$ cat config.mk
export PLATFORM = sky130hd
export DESIGN_NAME = decode_issue
export DESIGN_NICKNAME = d
export VERILOG_FILES = /design/src/common/issue_pkg.sv /design/src/hdl/instruction_decoder.sv /design/src/hdl/issue_stage.sv /design/src/hdl/unit_operands.sv /design/src/hdl/decode_issue.sv
export VERILOG_INCLUDE_DIRS = /design/src /design/src/common
export SDC_FILE = /design/constraint.sdc
export NUM_CORES = 1
export LEC_CHECK = 0
export ABC_AREA = 1
export BUFFER_PORTS_ARGS = -buffer_cell sky130_fd_sc_hd__buf_4
export CAP_MARGIN = 0
export CORE_AREA = 4 4 209 211
export DETAILED_ROUTE_END_ITERATION = 10
export DIE_AREA = 0 0 213 215
export PLACE_DENSITY = 0.6
export SLEW_MARGIN = 10
export SYNTH_ARGS = -nofsm -noshare
export SYNTH_HDL_FRONTEND = slang
export SYNTH_SLANG_ARGS = --single-unit
$ cat constraint.sdc
create_clock -name clk -period 4.5 [get_ports clk]
set_input_delay 0.675 -clock clk [delete_from_list [all_inputs] [get_ports clk]]
set_output_delay 0.675 -clock clk [all_outputs]
set_load 0.01 [all_outputs]
$ cat src/common/issue_params.svh
// Shared widths for the RV32I decode and issue stage
`ifndef ISSUE_PARAMS_SVH
`define ISSUE_PARAMS_SVH

// Datapath and register file
`define XLEN        32
`define REG_ADDR_W  5

// Instruction tracking and execution units
`define ID_W        3
`define NUM_UNITS   3

// Branch and jump offset, sign extended J-immediate width
`define PC_OFFSET_W 21

`endif

$ cat src/common/issue_pkg.sv
// Types shared by the decoder, the issue stage and the operand former
`include "issue_params.svh"

package issue_pkg;

    // Trimmed opcode, instruction bits 6:2
    typedef enum logic [4:0] {
        LOAD_T      = 5'b00000,
        FENCE_T     = 5'b00011,
        ARITH_IMM_T = 5'b00100,
        AUIPC_T     = 5'b00101,
        STORE_T     = 5'b01000,
        ARITH_T     = 5'b01100,
        LUI_T       = 5'b01101,
        BRANCH_T    = 5'b11000,
        JALR_T      = 5'b11001,
        JAL_T       = 5'b11011
    } opcode_t;

    // Bit positions in the unit masks
    typedef enum logic [1:0] {
        UNIT_ALU = 2'd0,
        UNIT_BR  = 2'd1,
        UNIT_LS  = 2'd2
    } unit_e;

    typedef enum logic [1:0] {
        ALU_CONSTANT = 2'd0,
        ALU_SLT      = 2'd1,
        ALU_SHIFT    = 2'd2,
        ALU_ADD_SUB  = 2'd3
    } alu_op_t;

    typedef enum logic [1:0] {
        ALU_LOGIC_XOR = 2'd0,
        ALU_LOGIC_OR  = 2'd1,
        ALU_LOGIC_AND = 2'd2,
        ALU_LOGIC_ADD = 2'd3
    } alu_logic_op_t;

    typedef struct packed {
        logic                    valid;
        logic [`XLEN-1:0]        pc;
        logic [31:0]             instruction;
        logic [`ID_W-1:0]        id;
    } decode_packet_t;

    typedef struct packed {
        logic [`REG_ADDR_W-1:0]  rs1_addr;
        logic [`REG_ADDR_W-1:0]  rs2_addr;
        logic                    uses_rs1;
        logic                    uses_rs2;
        logic [`REG_ADDR_W-1:0]  rd_addr;
        logic                    uses_rd;
        logic [`NUM_UNITS-1:0]   unit_needed;
        logic                    illegal;
        logic [2:0]              fn3;
        alu_op_t                 alu_op;
        alu_logic_op_t           alu_logic_op;
        logic                    alu_subtract;
        logic                    alu_imm_type;
        logic [`XLEN-1:0]        constant_alu;
        logic [`PC_OFFSET_W-1:0] pc_offset;
        logic                    is_call;
        logic                    is_return;
        logic                    is_jalr;
        logic                    br_use_signed;
        logic [11:0]             ls_offset;
        logic                    is_load;
        logic                    is_store;
        logic                    is_fence;
    } decoded_t;

    typedef struct packed {
        decoded_t                dec;
        logic [`XLEN-1:0]        pc;
        logic [31:0]             instruction;
        logic [`ID_W-1:0]        id;
    } issue_reg_t;

    typedef struct packed {
        logic [`XLEN-1:0]        rs1_data;
        logic [`XLEN-1:0]        rs2_data;
    } rf_read_t;

    typedef struct packed {
        logic [`XLEN:0]          in1;
        logic [`XLEN:0]          in2;
        logic [4:0]              shift_amount;
        logic [`XLEN-1:0]        shifter_in;
        logic                    arith;
        logic                    lshift;
        logic                    subtract;
        alu_logic_op_t           logic_op;
        alu_op_t                 alu_op;
        logic [`XLEN-1:0]        constant_adder;
    } alu_inputs_t;

    typedef struct packed {
        logic [`XLEN:0]          rs1;
        logic [`XLEN:0]          rs2;
        logic [`PC_OFFSET_W-1:0] pc_offset;
        logic                    jal;
        logic                    jalr;
        logic                    jal_jalr;
        logic                    is_call;
        logic                    is_return;
        logic [`XLEN-1:0]        issue_pc;
        logic [`XLEN-1:0]        pc_p4;
    } branch_inputs_t;

    typedef struct packed {
        logic [11:0]             offset;
        logic                    load;
        logic                    store;
        logic                    fence;
        logic [2:0]              fn3;
        logic [`XLEN-1:0]        rs1;
        logic [`XLEN-1:0]        rs2;
    } ls_inputs_t;

endpackage

$ cat src/hdl/instruction_decoder.sv
// RV32I instruction decoder
// Purely combinational, one fetched instruction into a decoded_t
`timescale 1ns/1ps
`include "issue_params.svh"

module instruction_decoder (
    input  issue_pkg::decode_packet_t decode_i,
    output issue_pkg::decoded_t       decoded_o
);
    import issue_pkg::*;

    logic [31:0]            instr;
    opcode_t                opc;
    logic [2:0]             fn3;
    logic [`REG_ADDR_W-1:0] rs1;
    logic [`REG_ADDR_W-1:0] rd;
    logic                   rs1_link;
    logic                   rd_link;
    logic [19:0]            jal_imm;
    logic [11:0]            jalr_imm;
    logic [11:0]            br_imm;

    //////////////////////////////////////////////////
    // Field slicing
    assign instr = decode_i.instruction;
    assign opc   = opcode_t'(instr[6:2]);
    assign fn3   = instr[14:12];
    assign rs1   = instr[19:15];
    assign rd    = instr[11:7];

    assign decoded_o.rs1_addr = rs1;
    assign decoded_o.rs2_addr = instr[24:20];
    assign decoded_o.rd_addr  = rd;
    assign decoded_o.fn3      = fn3;

    // No forwarding path, so stores wait on rs2 like everything else
    assign decoded_o.uses_rs1 = opc inside {JALR_T, BRANCH_T, LOAD_T, STORE_T, ARITH_IMM_T, ARITH_T};
    assign decoded_o.uses_rs2 = opc inside {BRANCH_T, STORE_T, ARITH_T};
    assign decoded_o.uses_rd  = opc inside {LUI_T, AUIPC_T, JAL_T, JALR_T, LOAD_T,
                                            ARITH_IMM_T, ARITH_T};

    //////////////////////////////////////////////////
    // Unit selection
    assign decoded_o.unit_needed[UNIT_ALU] = opc inside {ARITH_T, ARITH_IMM_T, AUIPC_T, LUI_T};
    assign decoded_o.unit_needed[UNIT_BR]  = opc inside {BRANCH_T, JAL_T, JALR_T};
    assign decoded_o.unit_needed[UNIT_LS]  = opc inside {LOAD_T, STORE_T, FENCE_T};
    assign decoded_o.illegal               = ~|decoded_o.unit_needed;

    //////////////////////////////////////////////////
    // ALU controls
    always_comb begin
        if (opc inside {LUI_T, AUIPC_T, JAL_T, JALR_T}) begin
            decoded_o.alu_op = ALU_CONSTANT;
        end else begin
            case (fn3)
                3'b010, 3'b011: decoded_o.alu_op = ALU_SLT;
                3'b001, 3'b101: decoded_o.alu_op = ALU_SHIFT;
                default:        decoded_o.alu_op = ALU_ADD_SUB;
            endcase
        end
    end

    always_comb begin
        case (fn3)
            3'b100:  decoded_o.alu_logic_op = ALU_LOGIC_XOR;
            3'b110:  decoded_o.alu_logic_op = ALU_LOGIC_OR;
            3'b111:  decoded_o.alu_logic_op = ALU_LOGIC_AND;
            default: decoded_o.alu_logic_op = ALU_LOGIC_ADD;
        endcase
    end

    // SLT/SLTU compare by subtraction, SUB only in the register form
    assign decoded_o.alu_subtract = (fn3 inside {3'b010, 3'b011}) ||
                                    ((fn3 == 3'b000) && instr[30] && instr[5]);
    assign decoded_o.alu_imm_type = (opc == ARITH_IMM_T);

    // LUI, AUIPC results, and the link address for JAL/JALR/branches
    assign decoded_o.constant_alu = ((opc == LUI_T) ? '0 : decode_i.pc) +
        ((opc inside {LUI_T, AUIPC_T}) ? {instr[31:12], 12'b0} : `XLEN'(4));

    //////////////////////////////////////////////////
    // Branch controls
    assign rs1_link = rs1 inside {5'd1, 5'd5};
    assign rd_link  = rd inside {5'd1, 5'd5};

    assign decoded_o.is_call       = (opc inside {JAL_T, JALR_T}) && rd_link;
    assign decoded_o.is_return     = (opc == JALR_T) && rs1_link && (~rd_link || (rs1 != rd));
    assign decoded_o.is_jalr       = (opc == JALR_T);
    // BLTU and BGEU compare unsigned
    assign decoded_o.br_use_signed = !(fn3 inside {3'b110, 3'b111});

    assign jal_imm  = {instr[31], instr[19:12], instr[20], instr[30:21]};
    assign jalr_imm = instr[31:20];
    assign br_imm   = {instr[31], instr[7], instr[30:25], instr[11:8]};

    always_comb begin
        case (instr[3:2])
            2'b11:   decoded_o.pc_offset = `PC_OFFSET_W'(signed'({jal_imm, 1'b0}));
            2'b01:   decoded_o.pc_offset = `PC_OFFSET_W'(signed'(jalr_imm));
            default: decoded_o.pc_offset = `PC_OFFSET_W'(signed'({br_imm, 1'b0}));
        endcase
    end

    //////////////////////////////////////////////////
    // Load/store controls
    // S-type splits the offset around rd
    assign decoded_o.ls_offset = instr[5] ? {instr[31:25], instr[11:7]} : instr[31:20];
    assign decoded_o.is_load   = (opc == LOAD_T);
    assign decoded_o.is_store  = (opc == STORE_T);
    assign decoded_o.is_fence  = (opc == FENCE_T);

endmodule

$ cat src/hdl/issue_stage.sv
// Issue stage, one-entry issue register with operand and unit checks
// Issues to ALU, branch or load/store, retires illegal opcodes
`timescale 1ns/1ps
`include "issue_params.svh"

module issue_stage (
    input  logic                        clk,
    input  logic                        rst,
    input  logic                        decode_valid_i,
    input  issue_pkg::decoded_t         decoded_i,
    input  logic [`XLEN-1:0]            pc_i,
    input  logic [31:0]                 instruction_i,
    input  logic [`ID_W-1:0]            id_i,
    input  logic                        flush_i,
    input  logic                        issue_hold_i,
    input  logic [1:0]                  rs_inuse_i,
    input  logic [`NUM_UNITS-1:0]       unit_ready_i,
    output logic                        decode_advance_o,
    output issue_pkg::issue_reg_t       issue_o,
    output logic [1:0][`REG_ADDR_W-1:0] rf_addr_o,
    output logic [`NUM_UNITS-1:0]       issue_to_o,
    output logic                        instruction_issued_o,
    output logic                        illegal_o
);
    logic                  stage_valid;
    logic                  stage_ready;
    logic [1:0]            rs_conflict;
    logic                  operands_ready;
    logic                  issue_valid;
    logic [`NUM_UNITS-1:0] issue_ready;

    // Free when empty or when the occupant leaves this cycle
    assign stage_ready = (~stage_valid | (issue_valid & |issue_ready) | issue_o.dec.illegal)
                         & ~issue_hold_i;
    assign decode_advance_o = decode_valid_i & stage_ready;

    //////////////////////////////////////////////////
    // Issue register
    always_ff @(posedge clk) begin
        if (stage_ready) begin
            issue_o.dec         <= decoded_i;
            issue_o.pc          <= pc_i;
            issue_o.instruction <= instruction_i;
            issue_o.id          <= id_i;
        end
    end

    always_ff @(posedge clk) begin
        if (rst || flush_i) begin
            stage_valid <= 1'b0;
        end else if (stage_ready) begin
            stage_valid <= decode_valid_i;
        end
    end

    //////////////////////////////////////////////////
    // Issue determination
    assign rf_addr_o[0] = issue_o.dec.rs1_addr;
    assign rf_addr_o[1] = issue_o.dec.rs2_addr;

    // Only sources the instruction reads can stall it
    assign rs_conflict    = rs_inuse_i & {issue_o.dec.uses_rs2, issue_o.dec.uses_rs1};
    assign operands_ready = ~|rs_conflict;

    assign issue_ready = issue_o.dec.unit_needed & unit_ready_i;
    assign issue_valid = stage_valid & operands_ready & ~issue_hold_i;

    assign issue_to_o           = {`NUM_UNITS{issue_valid & ~flush_i}} & issue_ready;
    assign instruction_issued_o = issue_valid & ~flush_i & |issue_ready;
    assign illegal_o = stage_valid & issue_o.dec.illegal & ~issue_hold_i & ~flush_i;

    //////////////////////////////////////////////////
    // Assertions
    // Decoder marks at most one unit per opcode
    a_issue_onehot: assert property (
        @(posedge clk) disable iff (rst) $onehot0(issue_to_o)
    );

    a_no_issue_on_flush: assert property (
        @(posedge clk) disable iff (rst)
        flush_i |-> !instruction_issued_o && !illegal_o ##1 !stage_valid
    );

    a_advance_needs_valid: assert property (
        @(posedge clk) disable iff (rst) decode_advance_o |-> decode_valid_i
    );

endmodule

$ cat src/hdl/unit_operands.sv
// Operand former for the ALU, branch and load/store units
`timescale 1ns/1ps
`include "issue_params.svh"

module unit_operands (
    input  issue_pkg::issue_reg_t     issue_i,
    input  issue_pkg::rf_read_t       rf_data_i,
    output issue_pkg::alu_inputs_t    alu_inputs_o,
    output issue_pkg::branch_inputs_t branch_inputs_o,
    output issue_pkg::ls_inputs_t     ls_inputs_o
);
    logic [`XLEN-1:0] rs1_data;
    logic [`XLEN-1:0] rs2_data;
    logic [`XLEN-1:0] alu_rs2;
    logic             alu_unsigned;
    logic             br_signed;

    assign rs1_data = rf_data_i.rs1_data;
    assign rs2_data = rf_data_i.rs2_data;

    //////////////////////////////////////////////////
    // ALU
    // fn3 bit 0 set on SLTU/SLTIU
    assign alu_unsigned = issue_i.dec.fn3[0];
    assign alu_rs2 = issue_i.dec.alu_imm_type ?
                     `XLEN'(signed'(issue_i.instruction[31:20])) : rs2_data;

    assign alu_inputs_o.in1 = {rs1_data[`XLEN-1] & ~alu_unsigned, rs1_data};
    assign alu_inputs_o.in2 = {alu_rs2[`XLEN-1] & ~alu_unsigned, alu_rs2};

    // Shift amount from shamt field or rs2 low bits
    assign alu_inputs_o.shift_amount = issue_i.dec.alu_imm_type ?
                                       issue_i.dec.rs2_addr : rs2_data[4:0];
    assign alu_inputs_o.shifter_in     = rs1_data;
    assign alu_inputs_o.arith          = rs1_data[`XLEN-1] & issue_i.instruction[30];
    assign alu_inputs_o.lshift         = ~issue_i.dec.fn3[2];
    assign alu_inputs_o.subtract       = issue_i.dec.alu_subtract;
    assign alu_inputs_o.logic_op       = issue_i.dec.alu_logic_op;
    assign alu_inputs_o.alu_op         = issue_i.dec.alu_op;
    assign alu_inputs_o.constant_adder = issue_i.dec.constant_alu;

    //////////////////////////////////////////////////
    // Branch
    assign br_signed = issue_i.dec.br_use_signed;

    assign branch_inputs_o.rs1       = {rs1_data[`XLEN-1] & br_signed, rs1_data};
    assign branch_inputs_o.rs2       = {rs2_data[`XLEN-1] & br_signed, rs2_data};
    assign branch_inputs_o.pc_offset = issue_i.dec.pc_offset;
    // Opcode bit 3 only on JAL, bit 2 on JAL and JALR
    assign branch_inputs_o.jal       = issue_i.instruction[3];
    assign branch_inputs_o.jalr      = issue_i.dec.is_jalr;
    assign branch_inputs_o.jal_jalr  = issue_i.instruction[2];
    assign branch_inputs_o.is_call   = issue_i.dec.is_call;
    assign branch_inputs_o.is_return = issue_i.dec.is_return;
    assign branch_inputs_o.issue_pc  = issue_i.pc;
    assign branch_inputs_o.pc_p4     = issue_i.dec.constant_alu;

    //////////////////////////////////////////////////
    // Load/store
    assign ls_inputs_o.offset = issue_i.dec.ls_offset;
    assign ls_inputs_o.load   = issue_i.dec.is_load;
    assign ls_inputs_o.store  = issue_i.dec.is_store;
    assign ls_inputs_o.fence  = issue_i.dec.is_fence;
    assign ls_inputs_o.fn3    = issue_i.dec.fn3;
    assign ls_inputs_o.rs1    = rs1_data;
    assign ls_inputs_o.rs2    = rs2_data;

endmodule

$ cat src/hdl/decode_issue.sv
// Decode and issue stage of a small in-order RV32I core
// Decoder, issue register and operand former
`timescale 1ns/1ps
`include "issue_params.svh"

module decode_issue (
    input  logic                        clk,
    input  logic                        rst,
    // Fetch side
    input  issue_pkg::decode_packet_t   decode_i,
    output logic                        decode_advance_o,
    // Pipeline control
    input  logic                        flush_i,
    input  logic                        issue_hold_i,
    // Register file
    input  logic [1:0]                  rs_inuse_i,
    output logic [1:0][`REG_ADDR_W-1:0] rf_addr_o,
    input  issue_pkg::rf_read_t         rf_data_i,
    // Execution units
    input  logic [`NUM_UNITS-1:0]       unit_ready_i,
    output logic [`NUM_UNITS-1:0]       issue_to_o,
    output logic [`ID_W-1:0]            issue_id_o,
    output logic                        instruction_issued_o,
    output issue_pkg::alu_inputs_t      alu_inputs_o,
    output issue_pkg::branch_inputs_t   branch_inputs_o,
    output issue_pkg::ls_inputs_t       ls_inputs_o,
    output logic                        illegal_o
);
    import issue_pkg::*;

    decoded_t   decoded;
    issue_reg_t issue;

    instruction_decoder u_decoder (
        .decode_i  (decode_i),
        .decoded_o (decoded)
    );

    issue_stage u_issue (
        .clk                  (clk),
        .rst                  (rst),
        .decode_valid_i       (decode_i.valid),
        .decoded_i            (decoded),
        .pc_i                 (decode_i.pc),
        .instruction_i        (decode_i.instruction),
        .id_i                 (decode_i.id),
        .flush_i              (flush_i),
        .issue_hold_i         (issue_hold_i),
        .rs_inuse_i           (rs_inuse_i),
        .unit_ready_i         (unit_ready_i),
        .decode_advance_o     (decode_advance_o),
        .issue_o              (issue),
        .rf_addr_o            (rf_addr_o),
        .issue_to_o           (issue_to_o),
        .instruction_issued_o (instruction_issued_o),
        .illegal_o            (illegal_o)
    );

    unit_operands u_operands (
        .issue_i         (issue),
        .rf_data_i       (rf_data_i),
        .alu_inputs_o    (alu_inputs_o),
        .branch_inputs_o (branch_inputs_o),
        .ls_inputs_o     (ls_inputs_o)
    );

    assign issue_id_o = issue.id;

endmodule

==> flow_summary.ini <==
[status]
status = finished, final reports clean

[floorplan]
coreArea_um2 = 41800
die_w_um = 213
start_util_pct = 22.5
die_y_um = 215
io_pins = 540
dieArea_um2 = 45800
rows = 75

[timing]
tightest_slew_ns = 0.959
finalCritPeriodShare_pct = 70.1
setup_viol = 0
rsz0062_at_grt = false
tns_ns = 0
drv_slew = 0
fin_worst_skew_ns = 0.00732
fmax_ghz = 0.317
fin_crit_ns = 3.16
hold_viol = 0
slew_headroom_pct = 36.0

[worst_setup_path]
r2r.worst_path.cells = 8
worstSetupPathType = in -> reg
r2r-end = u_issue.issue_o[64]$_DFFE_PP_
crit_chain = buf_4 -> inv_2 -> nor2_4 -> inv_1 -> nor2_1 -> inv_1 -> buf_4 -> nor2_1 -> ha_1 -> a21oi_1 -> o21ai_0 -> a21oi_1 -> a21boi_0 -> nand2_1 -> nand2_1 -> nand2_1
cp-start-kind = input pin
cp.required_ns = 4.69
critical_path_arrival_ns = 3.34
rrSetupSlack_ns = 2.42
crit_top_cell = nand2_1
slowest_delay_ns = 0.45
worst-path-max-fanout = 13
end_kind = flip-flop
r2r-start = u_issue.issue_o[158]$_DFFE_PP_
critPathSlowestCell = inv_1

[synthesis]
syn_nets = 1256
synth_cell_type_count = 35
synth_edf_count = 127
ys.warnings.count = 0
ys.flop_type = edfxtp_1
seq_area_frac_synth_pct = 40.9
synth.avg_cell_area_um2 = 8.58
syn_area_um2 = 9380
ys_ff_latch = 128
syn_inst = 1094
async_flop_share_pct = 0

[min_path]
worst_hold_path.num_cells = 2
hold_start = rst
hold_end = u_issue.stage_valid$_SDFFE_PP0P_
min-delay-path-class = in -> reg

[finish]
syn_to_final_growth_pct = 15.4
layout.nets = 1291
drive_gt1_share_pct = 39.1

[detailed_routing]
wl_per_cell_um = 18.8
maxUsedRoutingLayer = met4
routed-wl-met2_mm = 16.7
wl_met1_mm = 11.9
drtAntennaViolNets = 0
routed_wl_mm = 31.7
route.detailed.drc = 0
viasPerCell = 3.99
met3_length_mm = 2.61
drt_pre_antenna_iters = 4
first_iter_violations = 347
via_count = 6729

[placed_design]
gp_congestion = 0.846
io_buffers = 382
dp_hpwl_mm = 26.3

[pwr]
ir_drop_v = 0.000268
power_mw = 3.51
leakage_nw = 5.25
p_per_area_nw_per_um2 = 325

[clock_network]
clk_path_buf_depth = 2
htreeDepth = 4
cts_tree = built
cts-root-buf = clkbuf_16
insertion_delay_ns = 0.44
cts_hold_buf = 0
cts_setup_buffers = 0
cts_num_sinks = 128
cts-buffers-inserted = 17
clkTransAtPathRegs_ns = 0.06
ctsResizeCount = 0

[global_routing]
grt_pass1_wl_mm = 43.4
grt_max_degree = 128
track_usage_pct = 13.1
grt_pass1_vias = 6608
antenna_found_initial = 7
overflow = 0

[run]
drv_cap = 0
## cells in the final DEF (no fill, tap or decap), drive strengths merged, types with 2 or more instances in the layout
| master | synthesis | layout |
|---|---|---|
| nor2 | 86 | 86 |
| o21bai | 2 | 2 |
| buf | 357 | 385 |
| o21ai | 33 | 33 |
| clkinv | 0 | 5 |
| edfxtp | 127 | 127 |
| nor4 | 2 | 2 |
| clkbuf | 12 | 19 |
| a21o | 2 | 2 |
| nand4 | 4 | 4 |
| o21a | 3 | 3 |
| nor3 | 7 | 7 |
| nand3 | 47 | 47 |
| a21oi | 29 | 29 |
| nand2 | 238 | 238 |
| xnor2 | 3 | 3 |
| inv | 103 | 107 |
| ha | 21 | 21 |
| xor2 | 11 | 11 |
| diode | 0 | 5 |
| clkinvlp | 0 | 3 |
## logic make-up (layout without fill, tap and decap cells)
group           after synthesis  count (layout)  share of synthesized area (%)
other cells                   0               5                              0
xor+xnor                     14              14                           1.31
compound gates               74              74                           4.31
buf+inv                     472             520                           33.2
flops                       128             128                           40.9
simple gates                385             385                           17.5
fa+ha+maj                    21              21                           2.80
## critical path: cells and delay by family
family,cells,cell delay (ns)
buf+inv,5,1.12
compound gates,4,0.79
simple gates,6,0.37
fa+ha+maj,1,0.36
## report_power, final
part           total (mW)  internal (mW)  switching (mW)  leakage [nW]
logic               0.664          0.301           0.362          3.71
registers            1.45           1.41          0.0425          1.25
clock network        1.40          0.800           0.603         0.283
## sequential cells by signal, indices dropped and copies added, names as in the netlist
register	cells
u_issue.stage_valid	1
u_issue.issue_o	127
## metal layers
metal  vias to the layer above  global-route usage (%)
met3                        21                    5.03
met2                       362                    23.6
met1                      3139                    13.9
li1                       3207                       -
met4                         0                    4.94
met5                         -                       0
## cells in the mapped netlist, types with 4 or more instances
cell	instances	area (um2)
a21oi_1	29	145
buf_4	355	2670
clkbuf_1	12	45.0
edfxtp_1	127	3810
ha_1	21	263
inv_1	98	368
inv_2	5	18.8
nand2_1	229	860
nand2_2	7	43.8
nand3_1	40	200
nand3_2	5	50.1
nand4_1	4	25.0
nor2_1	81	304
nor2_4	4	45.0
nor3_1	7	35.0
o21ai_0	32	160
xor2_1	11	96.3
## how the worst max path moves through the flow
stage	start	endpoint	slack (ns)	depth (start not counted)
after floorplan	issue_hold_i	decode_advance_o	0.77	9
after global placement	decode_i[5]	u_issue.issue_o[137]$_DFFE_PP_	0.86	17
after detailed placement	decode_i[5]	u_issue.issue_o[137]$_DFFE_PP_	0.89	17
after CTS	u_issue.issue_o[139]$_DFFE_PP_	alu_inputs_o[108]	1.33	4
after global routing	decode_i[5]	u_issue.issue_o[131]$_DFFE_PP_	1.11	16
final	decode_i[5]	u_issue.issue_o[131]$_DFFE_PP_	1.34	16
## final cells by class
type | count | area (um2)
fillers | 4459 | 30900
flip-flops and latches | 128 | 3830
repair buffers | 385 | 2900
multi-input cells | 494 | 2430
well taps | 539 | 674
clock buffers | 19 | 453
inverters | 103 | 390
clock inverters | 13 | 128
diodes | 5 | 12.5
## stage by stage
step	utilization (%)	setup WS (ns)	cell area, um2	instances	hold WS (ns)
5_1_grt	25.9	1.11	10800	1686	0.352
2_1_floorplan	-	0.767	9390	1094	0.531
4_1_cts	25.9	1.33	10800	1681	0.349
3_3_place_gp	24.5	0.865	10200	1649	0.566
6_report	25.9	1.34	10800	1686	0.390
3_5_place_dp	24.5	0.893	10200	1649	0.579
Power figures use the tool's default switching activity.
